File: src/logic/analyzer_pkg.sv
package analyzer_pkg;

	// sweep generator frequency word
	localparam int FREQ_W = 18;
	// rate select feeds a left shift of the sweep step
	localparam int SWEEP_RATE_W = 3;

	// phase accumulator, tracking correction and nco step share this width
	localparam int PHASE_W = 12;
	// table address is the top of the phase
	localparam int ADDR_W = 10;
	localparam int TABLE_DEPTH = 1024;

	// signed samples out of the nco and the filter
	localparam int SAMPLE_W = 12;
	// peak value stored in the sine table
	localparam int TABLE_AMPLITUDE = 2047;
	// 90 degrees in the 12 bit phase
	localparam logic [PHASE_W-1:0] QUARTER_TURN = 12'd1024;

	// full width of quad_sample * filtered
	localparam int PROD_W = 2 * SAMPLE_W;
	// tracking accumulator, top PHASE_W bits steer the nco
	localparam int ACC_W = 36;

	// offset-binary converter code
	localparam int DAC_W = 14;

	// window length is 1 << win_sel
	localparam int WIN_SEL_W = 2;

	// used when the sine table is filled at elaboration
	localparam real TWO_PI = 6.283185307179586;

endpackage

File: src/logic/output_stage.sv
module output_stage (
	input  logic                                     clk,
	input  logic                                     rst_n,
	input  logic signed [analyzer_pkg::SAMPLE_W-1:0] quad_sample,
	input  logic signed [analyzer_pkg::SAMPLE_W-1:0] filtered,
	input  logic signed [analyzer_pkg::SAMPLE_W-1:0] ref_sample,
	input  logic                                     track_enable,
	input  logic                                     monitor_select,
	output logic [analyzer_pkg::PHASE_W-1:0]         correction,
	output logic [analyzer_pkg::DAC_W-1:0]           dac_code
);

	localparam int ACC_W = analyzer_pkg::ACC_W;
	localparam int DAC_W = analyzer_pkg::DAC_W;
	localparam int SAMPLE_W = analyzer_pkg::SAMPLE_W;
	// bits appended below the sample to reach the converter width
	localparam int PAD_W = DAC_W - SAMPLE_W;

	logic signed [analyzer_pkg::PROD_W-1:0] phase_err;
	logic signed [ACC_W-1:0]                phase_err_ext;
	logic signed [ACC_W-1:0]                track_acc;
	logic signed [SAMPLE_W-1:0]             mon_sample;
	// two's complement code, converted to offset binary on the way out
	logic signed [DAC_W-1:0]                mon_word;

	// phase detector
	// quadrature reference times the system under test output
	assign phase_err = quad_sample * filtered;

	// sign extend up to the accumulator width
	assign phase_err_ext = ACC_W'(phase_err);

	// loop integrator
	// held at zero while tracking is off so the nco runs open loop
	always_ff @(posedge clk) begin
		if (!rst_n) begin
			track_acc <= '0;
		end else if (track_enable) begin
			track_acc <= track_acc + phase_err_ext;
		end else begin
			track_acc <= '0;
		end
	end

	// top of the integrator steers the cosine table port
	assign correction = track_acc[ACC_W-1 -: analyzer_pkg::PHASE_W];

	// monitor source, filter output or raw reference
	assign mon_sample = monitor_select ? filtered : ref_sample;

	// output code register
	// sample is left aligned to the converter width
	always_ff @(posedge clk) begin
		if (!rst_n) begin
			mon_word <= '0;
		end else begin
			mon_word <= {mon_sample, {PAD_W{1'b0}}};
		end
	end

	// flipping the sign bit turns two's complement into offset binary,
	// so a cleared register reads as mid scale
	assign dac_code = {~mon_word[DAC_W-1], mon_word[DAC_W-2:0]};

endmodule

File: config.mk
export PLATFORM = sky130hd
export DESIGN_NAME = output_stage
export DESIGN_NICKNAME = d
export VERILOG_FILES = /design/src/logic/analyzer_pkg.sv /design/src/logic/output_stage.sv
export SDC_FILE = /design/constraint.sdc
export NUM_CORES = 1
export LEC_CHECK = 0
export ABC_AREA = 1
export BUFFER_PORTS_ARGS = -buffer_cell sky130_fd_sc_hd__buf_2
export CORE_ASPECT_RATIO = 0.7
export CORE_MARGIN = 3
export CORE_UTILIZATION = 40
export CTS_CLUSTER_DIAMETER = 200
export DETAILED_ROUTE_END_ITERATION = 6
export SYNTH_ARGS = -nofsm -noshare
export SYNTH_HDL_FRONTEND = slang
export SYNTH_SLANG_ARGS = --single-unit
File: constraint.sdc
create_clock -name clk -period 11.15 [get_ports clk]
set_input_delay 2.23 -clock clk [delete_from_list [all_inputs] [get_ports clk]]
set_output_delay 2.23 -clock clk [all_outputs]
set_load 0.1 [all_outputs]
==> flow_summary.toml <==
[run_status]
status = "completed"

[global_routing]
use_met2_pct = 25.75
grt_max_degree = 27
gr-max-usage-layer = "met1"
grt_pass1_vias = 8170
grt_use_met1_pct = 31.64
met3_usage_pct = 4.010
track_usage_pct = 19.16
antenna_found_initial = 0
grt_first_pass_wirelength_um = 43600
overflow = 0

[setup_path]
cp.arrival_ns = 7.77
worst_setup_path_start_kind = "primary input"
required_ns = 11.34
worstSetupPathType = "primary input to register"
endpoint_kind = "register"
cp_max_fo = 13
r2r.worst_path.cells = 16

[clock_network]
ctsResizeCount = 0
cts_hold_repair.buffers = 0
h-tree-depth = 2
cts-buffers-inserted = 5
cts_num_sinks = 48
cts_tree = "built"
clk_pin_slew_ns = 0.07
clk_latency_ns = 0.32
root_buffer = "clkbuf_16"
postCtsSetupRepairBufs = 0
clockBufferDepth = 2

[floorplanning]
core_area_mm2 = 0.02599
ioPinCount = 66
die_w_um = 201.6
die_y_um = 142.9
fp-row-count = 49
fp.dieArea_mm2 = 0.02880
initial_utilization_pct = 41.20

[finish]
layout-drive-gt1-share_pct = 7.773
antenna_cells = 0
finalNetCount = 1769
syn2layout_area_growth_pct = 5.854
multiInputGateArea_mm2 = 0.007914
fillers = 2711
final_core_util_pct = 43.61
register_area_um2 = 960.9

[timing]
setup_viol = 0
max_freq_ghz = 0.1320
finalMaxSlewViolations = 0
finalCritPeriodShare_pct = 67.95
skew_ns = 0.01317
rsz0062_at_grt = "false"
worstMarginPinSlew_ns = 0.9516
fin_crit_ns = 7.577
final_hold_viol_count = 0
relSlewSlack_pct = 36.49
fin_setup_tns_ns = 0

[placed_design]
gp_congestion = 0.9560
hpwl_um = 22750
io_buffer_count = 63

[min_path]
hold_depth = 3
hold_path_class = "register to register"

[yosys]
synth_cell_types = 33
avgSynthCellArea_um2 = 7.600
ys_warn_count = 0
syn_inst = 1409
syn_area_mm2 = 0.01071
yosysSeqAreaShare_pct = 8.973
synth-seq-cells = 48

[routing]
dr.pass1.iters = 5
ant_nets = 0
drt_iter0_markers = 557
route.vias.total = 8147
detail_route.wl_per_cell_um = 14.58
viasPerCell = 4.564
routed_wl_um = 26020
drc_errors = 0

[flow_run]
maxCapViolCount = 0
==> cell usage after synthesis (all sizes together) <==
| cell type | n | area share [%] |
|---|---|---|
| a21oi | 39 | 1.9 |
| xor2 | 3 | 0.25 |
| nand3b | 4 | 0.28 |
| a21o | 1 | 0.070 |
| nor3 | 3 | 0.19 |
| or2 | 3 | 0.18 |
| xnor2 | 2 | 0.16 |
| o21a | 4 | 0.28 |
| ha | 91 | 11 |
| nand3 | 23 | 1.2 |
| buf | 27 | 1.8 |
| and2 | 3 | 0.18 |
| o21ai | 22 | 1.1 |
| nor2 | 110 | 4.1 |
| inv | 409 | 14 |
| nand2 | 369 | 13 |
| clkbuf | 28 | 0.98 |
| conb | 1 | 0.035 |
| dfxtp | 48 | 9.0 |
| o21bai | 6 | 0.42 |
| fa | 211 | 39 |
| nand4 | 2 | 0.12 |
==> through the flow <==
step / cells / hold slack (ns) / worst slack (ns) / cell area [um^2]
floorplan: 1410 / 0.5456 / 3.697 / 10710
global placement: 1777 / 0.5546 / 3.410 / 11190
detailed placement: 1777 / 0.5669 / 3.332 / 11190
CTS: 1785 / 0.5842 / 3.650 / 11340
global route: 1785 / 0.5965 / 3.214 / 11340
finish: 1785 / 0.5796 / 3.573 / 11340
==> critical path, stage by stage <==
cell and delay (ns):
buf_2 0.26, nand2_1 0.19, fa_1 0.62, fa_1 0.67, inv_1 0.46, fa_1 0.53, fa_1 0.54, inv_1 0.05
fa_1 0.50, inv_1 0.05, ha_1 0.27, ha_1 0.35, nand2_1 0.14, nor2_1 0.18, nand2_1 0.12, inv_1 0.07
nand2_1 0.06, nand3b_1 0.11, nand2_1 0.05, nor2_1 0.29
==> cell type report <==
cell class | count | share of cell area, %
Clock buffer | 6 | 1.225
Clock inverter | 2 | 0.08830
Inverter | 409 | 13.54
Multi-Input combinational cell | 898 | 69.81
Sequential cell | 48 | 8.477
Tap cell | 357 | 3.940
Timing Repair Buffer | 65 | 2.914
==> cell families (layout without fill, tap and decap cells) <==
kind of cell	Yosys count	count (layout)	share of synthesized area, %
adder cells (fa/ha/maj)	302	302	50.08
XOR/XNOR	5	5	0.4090
buffers and inverters	464	482	17.16
AND/OR/NAND/NOR	517	517	19.62
flip-flops	48	48	8.973
other	1	2	0.03502
AO/OA/AOI/OAI	72	72	3.727
==> per-layer routing <==
| metal | part of all wire (%) | routed length, um |
|---|---|---|
| met4 | 0.71 | 184 |
| met3 | 8.1 | 2105 |
| met5 | 0 | 0 |
| met2 | 37 | 9598 |
| met1 | 54 | 14130 |
==> flip-flops by register name (all words and copies together), names as in the netlist <==
signal,flops
track_acc,36
mon_word,12
==> placed cells by master, fill, tap and decap left out, types with 2 or more instances in the layout <==
master     netlist  final
inv_2            3      3
buf_2            2     63
buf_4           25      2
nor2_2           6      6
fa_1           211    211
xor2_1           3      3
nand3b_1         4      4
ha_1            91     91
nor3_1           2      2
a21oi_1         37     37
dfxtp_1         48     48
o21a_1           4      4
nand3_2          2      2
and2_1           3      3
clkbuf_16        0      5
nand2_1        349    349
nand3_1         21     21
xnor2_1          2      2
a21oi_2          2      2
conb_1           1      2
nand4_1          2      2
or2_2            2      2
nor2_1         103    103
clkinv_2         0      2
inv_1          406    406
o21ai_0         21     21
o21bai_1         6      6
nand2_2         19     19
==> worst paths after layout <==
| check | start | to | slack, ns |
|---|---|---|---|
| hold / removal | track_acc[0] | track_acc[0] | 0.58 |
| setup reg to reg | track_acc[10] | track_acc[24] | 6.49 |
| setup / recovery | filtered[3] | track_acc[24] | 3.57 |
| hold reg to reg | track_acc[0] | track_acc[0] | 0.58 |
Power is left out: the tool's default activity adds up to more than one toggle a clock period on the data nets, which glitch-free logic cannot reach.
