<file path="src/logic/analyzer_pkg.sv">
package analyzer_pkg;

	// sweep generator frequency word
	localparam int FREQ_W = 18;
	// rate select feeds a left shift of the sweep step
	localparam int SWEEP_RATE_W = 3;

	// phase accumulator, tracking correction and nco step share this width
	localparam int PHASE_W = 12;
	// table address is the top of the phase
	localparam int ADDR_W = 10;
	localparam int TABLE_DEPTH = 1024;

	// signed samples out of the nco and the filter
	localparam int SAMPLE_W = 12;
	// peak value stored in the sine table
	localparam int TABLE_AMPLITUDE = 2047;
	// 90 degrees in the 12 bit phase
	localparam logic [PHASE_W-1:0] QUARTER_TURN = 12'd1024;

	// full width of quad_sample * filtered
	localparam int PROD_W = 2 * SAMPLE_W;
	// tracking accumulator, top PHASE_W bits steer the nco
	localparam int ACC_W = 36;

	// offset-binary converter code
	localparam int DAC_W = 14;

	// window length is 1 << win_sel
	localparam int WIN_SEL_W = 2;

	// used when the sine table is filled at elaboration
	localparam real TWO_PI = 6.283185307179586;

endpackage

</file>
<file path="src/logic/window_filter.sv">
module window_filter #(
	parameter int MAX_WIN_LOG2 = 3
) (
	input  logic                                     clk,
	input  logic                                     rst_n,
	input  logic signed [analyzer_pkg::SAMPLE_W-1:0] sample_in,
	input  logic [analyzer_pkg::WIN_SEL_W-1:0]       win_sel,
	output logic signed [analyzer_pkg::SAMPLE_W-1:0] filtered
);

	localparam int SAMPLE_W = analyzer_pkg::SAMPLE_W;
	// longest window, the current sample plus HIST_LEN older ones
	localparam int MAX_LEN = 1 << MAX_WIN_LOG2;
	localparam int HIST_LEN = MAX_LEN - 1;
	// headroom for MAX_LEN samples added together
	localparam int SUM_W = SAMPLE_W + MAX_WIN_LOG2;

	logic signed [SAMPLE_W-1:0]              history [HIST_LEN];
	logic [analyzer_pkg::WIN_SEL_W-1:0]      eff_sel;
	logic signed [SUM_W-1:0]                 win_sum;
	logic signed [SUM_W-1:0]                 win_avg;

	// selects above the history depth fall back to the longest window
	always_comb begin
		if (int'(win_sel) > MAX_WIN_LOG2) begin
			eff_sel = analyzer_pkg::WIN_SEL_W'(MAX_WIN_LOG2);
		end else begin
			eff_sel = win_sel;
		end
	end

	// history[0] holds the previous input, history[HIST_LEN-1] the oldest
	// cleared on reset so the first outputs see zero history
	always_ff @(posedge clk) begin
		if (!rst_n) begin
			for (int i = 0; i < HIST_LEN; i++) begin
				history[i] <= '0;
			end
		end else begin
			history[0] <= sample_in;
			for (int i = 1; i < HIST_LEN; i++) begin
				history[i] <= history[i-1];
			end
		end
	end

	// sum of the current sample and the newest (1 << eff_sel) - 1 history entries
	always_comb begin
		win_sum = SUM_W'(sample_in);
		for (int i = 0; i < HIST_LEN; i++) begin
			if (i < (1 << eff_sel) - 1) begin
				win_sum = win_sum + SUM_W'(history[i]);
			end
		end
	end

	// divide by the window length, keeps unity gain at dc
	assign win_avg = win_sum >>> eff_sel;

	// one cycle of latency
	always_ff @(posedge clk) begin
		if (!rst_n) begin
			filtered <= '0;
		end else begin
			filtered <= SAMPLE_W'(win_avg);
		end
	end

endmodule

</file>
<file path="config.mk">
export PLATFORM = sky130hd
export DESIGN_NAME = window_filter
export DESIGN_NICKNAME = d
export VERILOG_FILES = /design/src/logic/analyzer_pkg.sv /design/src/logic/window_filter.sv
export SDC_FILE = /design/constraint.sdc
export NUM_CORES = 1
export LEC_CHECK = 0
export ABC_AREA = 1
export BUFFER_PORTS_ARGS = -buffer_cell sky130_fd_sc_hd__buf_2
export CAP_MARGIN = 20
export CORE_ASPECT_RATIO = 0.6
export CORE_UTILIZATION = 50
export CTS_CLUSTER_DIAMETER = 150
export DETAILED_ROUTE_END_ITERATION = 16
export GPL_ROUTABILITY_DRIVEN = 0
export PLACE_DENSITY_LB_ADDON = 0.3
export SLEW_MARGIN = 5
export SYNTH_ARGS = -nofsm -noshare
export SYNTH_HDL_FRONTEND = slang
export SYNTH_SLANG_ARGS = --single-unit
</file>
<file path="constraint.sdc">
create_clock -name clk -period 10.5 [get_ports clk]
set_input_delay 0.525 -clock clk [delete_from_list [all_inputs] [get_ports clk]]
set_output_delay 0.525 -clock clk [all_outputs]
set_load 0.01 [all_outputs]
</file>
==> qor.yml <==
layout:
  final_cells: 1612
  nets: 1501
  syn_to_final_growth_pct: 7.34
  mostFrequentLayoutCells: "380 x nand2_1, 233 x inv_1, 110 x a21oi_1, 99 x ha_1, 96 x dfxtp_1"
  final_core_util: 0.562
  final_common_cell: "nand2_1"
  drive_gt1_frac: 0.0715
  diodes: 0
critical_path:
  path_common_cell: "nand2_1"
  critPathArrivalTime_ns: 10.10
  required_ns: 10.74
  max_stage_delay_ns: 0.51
  crit_path_start_kind: "flop"
  reg2reg_setup_slack_ns: 0.64
  critical-path-slowest-cell: "fa_1"
  endpoint_kind: "flop"
  path_max_fanout: 6
  path_class: "reg2reg"
cts:
  cts.sinks: 96
  cts.reportedPaths.clkPinSlew_ns: 0.08
  postCtsSetupRepairBufs: 0
  root_buffer: "clkbuf_16"
  cts_max_path_buffers: 2
  cts_max_level: 3
  cts_resized: 0
  cts_tree: "yes"
  hold_buffers: 0
  clock_latency_ns: 0.35
  cts_made_buffers: 9
drt:
  vias_per_cell: 5.40
  drc_errors: 0
  antenna_left: 0
  drt_wl_total_mm: 23.9
  firstDrtPassIters: 5
  first_iter_violations: 1004
  vias: 8712
  wire_per_inst_um: 14.8
synthesis:
  synthTopCellsByArea: "dfxtp_1 22%, nand2_1 16%, ha_1 14%, inv_1 10%, a21oi_1 6.3%"
  syn_avg_cell_area_um2: 6.39
  ys.flop_type: "dfxtp_1"
  synth_cell_types: 49
  ys_warn_count: 0
  netlist_instances: 1362
  synth_edf_count: 0
  async_reset_ff_frac: 0
  synth.cell_area_mm2: 0.00871
  ys_seq_area_frac: 0.221
  yosys.area.top_type: "dfxtp_1"
  synth_seq_cells: 96
  yosys.area.top_type_share: 0.221
  syn_nets: 1484
pwr:
  netSwitchingPower_uw: 554
  comb_power_share: 0.447
  pwr-share-seq: 0.289
  power.internal_uw: 775
  power_frac_clock: 0.263
  ir_drop_uv: 84.3
  power_density_mw_per_mm2: 142
  p_leak_nw: 5.45
  p_sw_frac: 0.417
job:
  max_cap_violations: 0
grt:
  grtUsageTotal: 0.282
  grt_pass1_vias: 8038
  antenna_found_initial: 0
  grt_pass1_wl_mm: 40.1
  grt-ovfl-total: 0
  grt_max_degree: 51
place:
  dp.cells: 1596
  dp_hpwl_mm: 18.9
  port_buffers: 27
  pre_cts_ws_ns: 0.564
sta:
  period_needed_ns: 9.86
  setup_violations: 0
  fin_skew_ns: 0.00758
  setup_ws_ns: 0.644
  drv_slew: 0
  relSlewSlack: 0.599
  worst_pin_slew_ns: 0.598
  tns_ns: 0
  finalHoldViolCount: 0
  max_freq_mhz: 101
  period_share: 0.939
floorplan:
  die_h_um: 104
  rows: 36
  fp.coreArea_mm2: 0.0166
  io_pins: 28
  initial_utilization: 0.524
  die_x_um: 172
  dieArea_mm2: 0.0180
run_status:
  status: "completed"
hold_path:
  hold_path.class: "in2reg"
[sequential cells by signal (all words and copies together) (netlist names)]
name and cells:
filtered 12, history 84
[Yosys cell counts, types with 2 or more instances]
cell and n:
or2_2 9, o21bai_1 12, a31oi_1 6, ha_1 99, inv_1 233, o221ai_1 2
nand3_1 88, or2_1 2, o21ai_1 9, nor2_1 88, o21ai_0 45, xor2_1 29
o2111ai_1 2, buf_6 3, and3_1 2, buf_2 9, a21o_1 7, nand4_1 8
buf_4 2, and2_1 2, a21oi_1 110, or2_0 2, o211ai_1 5, clkbuf_1 14
dfxtp_1 96, fa_1 7, o21ai_2 12, nand2_1 380, a21oi_2 4, a21boi_0 6
inv_2 6, nand3b_1 5, nand3_2 5, o31ai_1 6, nor3_1 9, o21a_1 4
xnor2_1 16, nand2_2 7
[area by class of cell]
type,count,area (um^2)
inverters,241,907
clock inverters,6,75.1
well taps,228,285
flip-flops and latches,96,1920
fillers,1638,7270
repair buffers,34,190
multi-input cells,997,5740
clock buffers,10,229
[path summary, 6_finish.rpt]
check	to	depth (start not counted)	startpoint
max	filtered[9]$_SDFF_PN0_	50	history[0][0]$_SDFF_PN0_
min	history[0][8]$_SDFF_PN0_	3	sample_in[8]
max reg2reg	filtered[9]$_SDFF_PN0_	50	history[0][0]$_SDFF_PN0_
min reg2reg	history[4][9]$_SDFF_PN0_	2	history[3][9]$_SDFF_PN0_
[power groups by stage]
| stage | registers (mW) | clock network, mW | logic, mW |
|---|---|---|---|
| final | 0.385 | 0.350 | 0.595 |
| after global routing | 0.386 | 0.372 | 0.675 |
| after CTS | 0.384 | 0.358 | 0.582 |
| after detailed placement | 0.393 | 0 | 0.577 |
| after global placement | 0.393 | 0 | 0.568 |
| after floorplan | 0.395 | 0 | 0.452 |
[worst max-delay path: cells and delay by family, from the launching register on]
family / cells / cell delay (ns)
AO/OA/AOI/OAI: 17 / 3.55
adder cells (fa/ha/maj): 8 / 2.89
AND/OR/NAND/NOR: 16 / 1.79
XOR/XNOR: 5 / 0.89
flip-flops: 1 / 0.35
buffers and inverters: 4 / 0.29
[kinds of logic after synthesis]
group | count (synthesis) | share of synthesized area
adder cells (fa/ha/maj) | 106 | 0.158
AO/OA/AOI/OAI | 233 | 0.156
flip-flops | 96 | 0.221
XOR/XNOR | 45 | 0.0453
buffers and inverters | 269 | 0.121
AND/OR/NAND/NOR | 613 | 0.298
[stage by stage]
step / instance area (um^2) / hold WS, ns / power [mW]
6_report: 9350 / 0.387 / 1.33
5_1_grt: 9350 / 0.395 / 1.43
4_1_cts: 9340 / 0.382 / 1.32
3_5_place_dp: 9040 / 0.434 / 0.970
3_3_place_gp: 9040 / 0.429 / 0.961
2_1_floorplan: 8710 / 0.411 / 0.847
[layer usage]
metal | global-route usage | vias up | wire, um
li1 | - | 4388 | -
met2 | 0.382 | 368 | 8740
met1 | 0.449 | 3940 | 12500
met5 | 0 | - | 0
met4 | 0.0417 | 0 | 191
met3 | 0.0597 | 16 | 2520
Note: power is estimated with default switching activity, not from simulation.
