==> src/logic/analyzer_pkg.sv <==
package analyzer_pkg;

	// sweep generator frequency word
	localparam int FREQ_W = 18;
	// rate select feeds a left shift of the sweep step
	localparam int SWEEP_RATE_W = 3;

	// phase accumulator, tracking correction and nco step share this width
	localparam int PHASE_W = 12;
	// table address is the top of the phase
	localparam int ADDR_W = 10;
	localparam int TABLE_DEPTH = 1024;

	// signed samples out of the nco and the filter
	localparam int SAMPLE_W = 12;
	// peak value stored in the sine table
	localparam int TABLE_AMPLITUDE = 2047;
	// 90 degrees in the 12 bit phase
	localparam logic [PHASE_W-1:0] QUARTER_TURN = 12'd1024;

	// full width of quad_sample * filtered
	localparam int PROD_W = 2 * SAMPLE_W;
	// tracking accumulator, top PHASE_W bits steer the nco
	localparam int ACC_W = 36;

	// offset-binary converter code
	localparam int DAC_W = 14;

	// window length is 1 << win_sel
	localparam int WIN_SEL_W = 2;

	// used when the sine table is filled at elaboration
	localparam real TWO_PI = 6.283185307179586;

endpackage

==> src/logic/sweep_gen.sv <==
module sweep_gen #(
	parameter int DWELL_CYCLES = 64
) (
	input  logic                                   clk,
	input  logic                                   rst_n,
	input  logic                                   sweep_enable,
	input  logic [analyzer_pkg::SWEEP_RATE_W-1:0]  sweep_rate,
	input  logic [analyzer_pkg::FREQ_W-1:0]        fixed_freq,
	output logic [analyzer_pkg::FREQ_W-1:0]        freq_word,
	output logic                                   dwell_pulse
);

	// counter must hold DWELL_CYCLES-1, at least one bit
	localparam int CNT_W = (DWELL_CYCLES > 2) ? $clog2(DWELL_CYCLES) : 1;
	localparam logic [CNT_W-1:0] CNT_LAST = CNT_W'(DWELL_CYCLES - 1);

	logic [CNT_W-1:0]                dwell_cnt;
	logic                            dwell_wrap;
	logic [analyzer_pkg::FREQ_W-1:0] freq_step;

	// last cycle of the dwell period
	assign dwell_wrap = (dwell_cnt == CNT_LAST);

	// step size grows by powers of two with the rate select
	assign freq_step = analyzer_pkg::FREQ_W'(1) << sweep_rate;

	// dwell counter
	// only runs in sweep mode, restarts from zero on entry
	always_ff @(posedge clk) begin
		if (!rst_n) begin
			dwell_cnt <= '0;
		end else if (!sweep_enable) begin
			dwell_cnt <= '0;
		end else if (dwell_wrap) begin
			dwell_cnt <= '0;
		end else begin
			dwell_cnt <= dwell_cnt + 1'b1;
		end
	end

	// frequency register
	// fixed mode follows fixed_freq with one cycle of delay
	// sweep mode steps once per dwell period, wrapping at the word width
	always_ff @(posedge clk) begin
		if (!rst_n) begin
			freq_word <= '0;
		end else if (!sweep_enable) begin
			freq_word <= fixed_freq;
		end else if (dwell_wrap) begin
			freq_word <= freq_word + freq_step;
		end
	end

	// pulse lines up with the cycle the new word appears
	always_ff @(posedge clk) begin
		if (!rst_n) begin
			dwell_pulse <= 1'b0;
		end else begin
			dwell_pulse <= sweep_enable && dwell_wrap;
		end
	end

endmodule

==> config.mk <==
export PLATFORM = sky130hd
export DESIGN_NAME = sweep_gen
export DESIGN_NICKNAME = d
export VERILOG_FILES = /design/src/logic/analyzer_pkg.sv /design/src/logic/sweep_gen.sv
export SDC_FILE = /design/constraint.sdc
export NUM_CORES = 1
export LEC_CHECK = 0
export BUFFER_PORTS_ARGS = -buffer_cell sky130_fd_sc_hd__buf_2
export CORE_MARGIN = 3
export CORE_UTILIZATION = 37
export CTS_CLUSTER_DIAMETER = 50
export DETAILED_ROUTE_END_ITERATION = 6
export SLEW_MARGIN = 25
export SYNTH_ARGS = -nofsm -noshare
export SYNTH_HDL_FRONTEND = slang
export SYNTH_SLANG_ARGS = --single-unit
==> constraint.sdc <==
create_clock -name clk -period 3.22 [get_ports clk]
set_input_delay 0.322 -clock clk [delete_from_list [all_inputs] [get_ports clk]]
set_output_delay 0.322 -clock clk [all_outputs]
set_load 0.03 [all_outputs]
==> insert_results.sql <==
INSERT INTO impl_metrics (metric_group, metric, value, unit) VALUES
('route', 'avgRoutedWirePerCell', '13.7', 'µm'),
('timing', 'grt_setup_unrepaired', 'false', ''),
('timing', 'fraction_of_the_cycle_the_final_worst_path_needs', '0.629', ''),
('floorplan', 'placement_rows', '22', ''),
('critical_path', 'crit_path_start_kind', 'primary input', ''),
('placed_design', 'dp_hpwl', '2870', 'µm'),
('global_routing', 'grt_util_all_layers', '0.156', ''),
('timing', 'timing.final.hold_violations', '0', ''),
('critical_path', 'r2r_setup_slack', '1.21', 'ns'),
('layout', 'finalInstanceArea', '0.00184', 'mm²'),
('pwr', 'total_power', '674', 'µW'),
('route', 'vias_per_cell', '5.46', ''),
('route', 'drt.antenna.violating_nets', '0', ''),
('worst_hold_path', 'hold_path_class', 'in -> reg', ''),
('clock_tree', 'clock_insertion_delay_worst_skew', '0.28', 'ns'),
('critical_path', 'timing.rr.end', 'freq_word[11]$_SDFFE_PN0P_', ''),
('placed_design', 'port_buffers', '42', ''),
('clock_tree', 'worst_setup_hold_path_clk_slew', '0.10', 'ns'),
('placed_design', 'post_dp_cell_area', '0.00179', 'mm²'),
('route', 'dr.first_iter.drc_count', '41', ''),
('floorplan', 'initial_core_util', '0.402', ''),
('route', 'remaining_drc_errors', '0', ''),
('floorplan', 'core_region_area', '0.00383', 'mm²'),
('pwr', 'powerDensity', '367', 'mW/mm²'),
('layout', 'count_of_nets_after_finishing', '262', ''),
('clock_tree', 'clk_root_buffer_cell', 'sky130_fd_sc_hd__clkbuf_8', ''),
('timing', 'min_period', '2.03', 'ns'),
('placed_design', 'gp_congestion', '0.824', ''),
('route', 'wirelength', '3770', 'µm'),
('layout', 'layout.core_utilization', '0.480', ''),
('synthesis', 'synth_commonest_cells', '25 x sky130_fd_sc_hd__dfxtp_1, 18 x sky130_fd_sc_hd__nor2_1, 16 x sky130_fd_sc_hd__o21ai_0', ''),
('layout', 'final_layout_size_suffix_gt1_frac', '0.216', ''),
('critical_path', 'capture_point_of_the_critical_path', 'freq_word[3]$_SDFFE_PN0P_', ''),
('synthesis', 'yosys.area.top_type_share', '0.325', ''),
('synthesis', 'dominantRegCellSynth', 'sky130_fd_sc_hd__dfxtp_1', ''),
('synthesis', 'yosys_warnings', '0', ''),
('flow_run', 'drv_cap', '0', ''),
('timing', 'timing.final.setup_violations', '0', ''),
('layout', 'antennaDiodeCount', '0', ''),
('synthesis', 'synth_sequential_area_ratio', '0.325', ''),
('global_routing', 'grt_start_max_net_pins', '40', ''),
('synthesis', 'ys_ff_latch', '25', ''),
('critical_path', 'critical_path_peak_fanout', '8', ''),
('layout', 'syn_to_final_growth', '19.4', '%'),
('synthesis', 'syn_area_per_cell', '8.23', 'µm²'),
('synthesis', 'post-synth-top-area-cell', 'sky130_fd_sc_hd__dfxtp_1', ''),
('timing', 'tightest_slew', '0.609', 'ns'),
('global_routing', 'grt_first_pass_wirelength', '6300', 'µm'),
('critical_path', 'critical_setup_path_kind', 'in -> reg', ''),
('clock_tree', 'numCtsBuffers', '3', ''),
('outcome', 'status', 'finished, final reports clean', ''),
('timing', 'timing.fmax', '0.494', 'GHz'),
('floorplan', 'floorplan.die.width', '70.5', 'µm'),
('timing', 'finalMaxSlewViolations', '0', ''),
('clock_tree', 'cts_num_sinks', '25', ''),
('timing', 'fin_tns_setup', '0', 'ns'),
('clock_tree', 'post_cts_resize_count', '0', ''),
('synthesis', 'synth_top_cells_by_area', 'sky130_fd_sc_hd__dfxtp_1 33%, sky130_fd_sc_hd__xor2_1 7.4%, sky130_fd_sc_hd__ha_1 7.3%', ''),
('critical_path', 'worst_ep_required_time', '3.44', 'ns'),
('synthesis', 'synth_enable_flop_cells', '0', ''),
('pwr', 'vdd_drop_max', '179', 'µV'),
('clock_tree', 'tritoncts', 'yes', ''),
('synthesis', 'syn_inst', '187', ''),
('critical_path', 'crit_path_end_kind', 'flop', ''),
('timing', 'fin_skew', '0.00628', 'ns'),
('global_routing', 'total_congestion_overflow', '0', ''),
('clock_tree', 'hold_fix_buffers_cts', '0', ''),
('synthesis', 'yosysMostFrequentCell', 'sky130_fd_sc_hd__dfxtp_1', ''),
('pwr', 'power.static_leakage', '0.000815', 'µW'),
('synthesis', 'synth_cell_types', '37', ''),
('layout', 'fillers', '392', '');
[worst min-delay path by stage]
stage / startpoint / end / slack [ns] / depth (start not counted)
6_report: fixed_freq[2] / freq_word[2]$_SDFFE_PN0P_ / 0.29 / 3
3_5_place_dp: dwell_cnt[0]$_SDFF_PP0_ / dwell_cnt[0]$_SDFF_PP0_ / 0.45 / 1
5_1_grt: fixed_freq[2] / freq_word[2]$_SDFFE_PN0P_ / 0.28 / 3
4_1_cts: fixed_freq[2] / freq_word[2]$_SDFFE_PN0P_ / 0.28 / 3
3_3_place_gp: dwell_cnt[0]$_SDFF_PP0_ / dwell_cnt[0]$_SDFF_PP0_ / 0.44 / 1
2_1_floorplan: dwell_cnt[0]$_SDFF_PP0_ / dwell_cnt[0]$_SDFF_PP0_ / 0.42 / 1
[sequential cells by signal, summed over array words and instances, names as in the netlist]
signal / cells
dwell_cnt: 6
freq_word: 18
dwell_pulse: 1
[cell families (layout without fill, tap and decap cells)]
group / after synthesis / in the layout / share of synthesized area
and+or+nand+nor: 64 / 64 / 0.215
AOI/OAI and AO/OA: 59 / 59 / 0.247
DFF: 25 / 25 / 0.325
xor gates and xnor gates: 17 / 17 / 0.0967
buffers and inverters: 12 / 52 / 0.0301
adders and majority gates: 10 / 10 / 0.0862
[cell type report]
class                      instances  area [µm²]  area share
clock buffer                       3        41.3      0.0225
inverter                           5        18.8      0.0102
timing repair buffer              43         218       0.118
tap                               48        60.1      0.0327
clock inverter                     1        7.51     0.00408
multi-input combinational        150         992       0.540
sequential                        25         500       0.272
[layer usage]
layer  global-route usage  vias to the layer above  wire length [µm]
met2                0.241                       41              1660
li1                     -                      783                 -
met4               0.0553                        0                58
met3               0.0302                        4               193
met5                    0                        -                 0
met1                0.215                      673              1860
[report_power, final]
| group | total [µW] | internal, µW | switching, µW |
|---|---|---|---|
| logic | 135 | 50.4 | 84.5 |
| clock network | 198 | 88.0 | 110 |
| registers | 342 | 325 | 16.7 |
| total | 674 | 463 | 211 |
[through the flow]
step                      cells  worst slack (ns)
after CTS                   275              1.17
after global routing        275             0.946
after global placement      271             0.859
final                       275              1.19
after floorplan             187              1.16
after detailed placement    271             0.887
[cells in the final DEF (no fill, tap or decap), drive strengths merged, types with 2 or more instances in the layout]
master	instances
inv	5
buf	43
a311oi	2
a21o	4
xnor2	4
nand3	6
o2111ai	4
a31oi	4
and3b	2
nand2b	2
a211oi	4
xor2	13
nor3	3
nor2	18
and3	3
nand4	6
nand3b	2
or3	2
ha	9
dfxtp	25
clkbuf	3
nand2	15
nor3b	4
a21oi	12
o21ai	17
o211ai	6
[critical path, stage by stage]
cell,delay [ns]
sky130_fd_sc_hd__buf_2,0.14
sky130_fd_sc_hd__nor3b_1,0.36
sky130_fd_sc_hd__ha_1,0.32
sky130_fd_sc_hd__a211oi_1,0.41
sky130_fd_sc_hd__nor2_1,0.14
sky130_fd_sc_hd__or3_1,0.40
sky130_fd_sc_hd__a31oi_1,0.15
No activity file was read; power rests on OpenSTA's default activity.
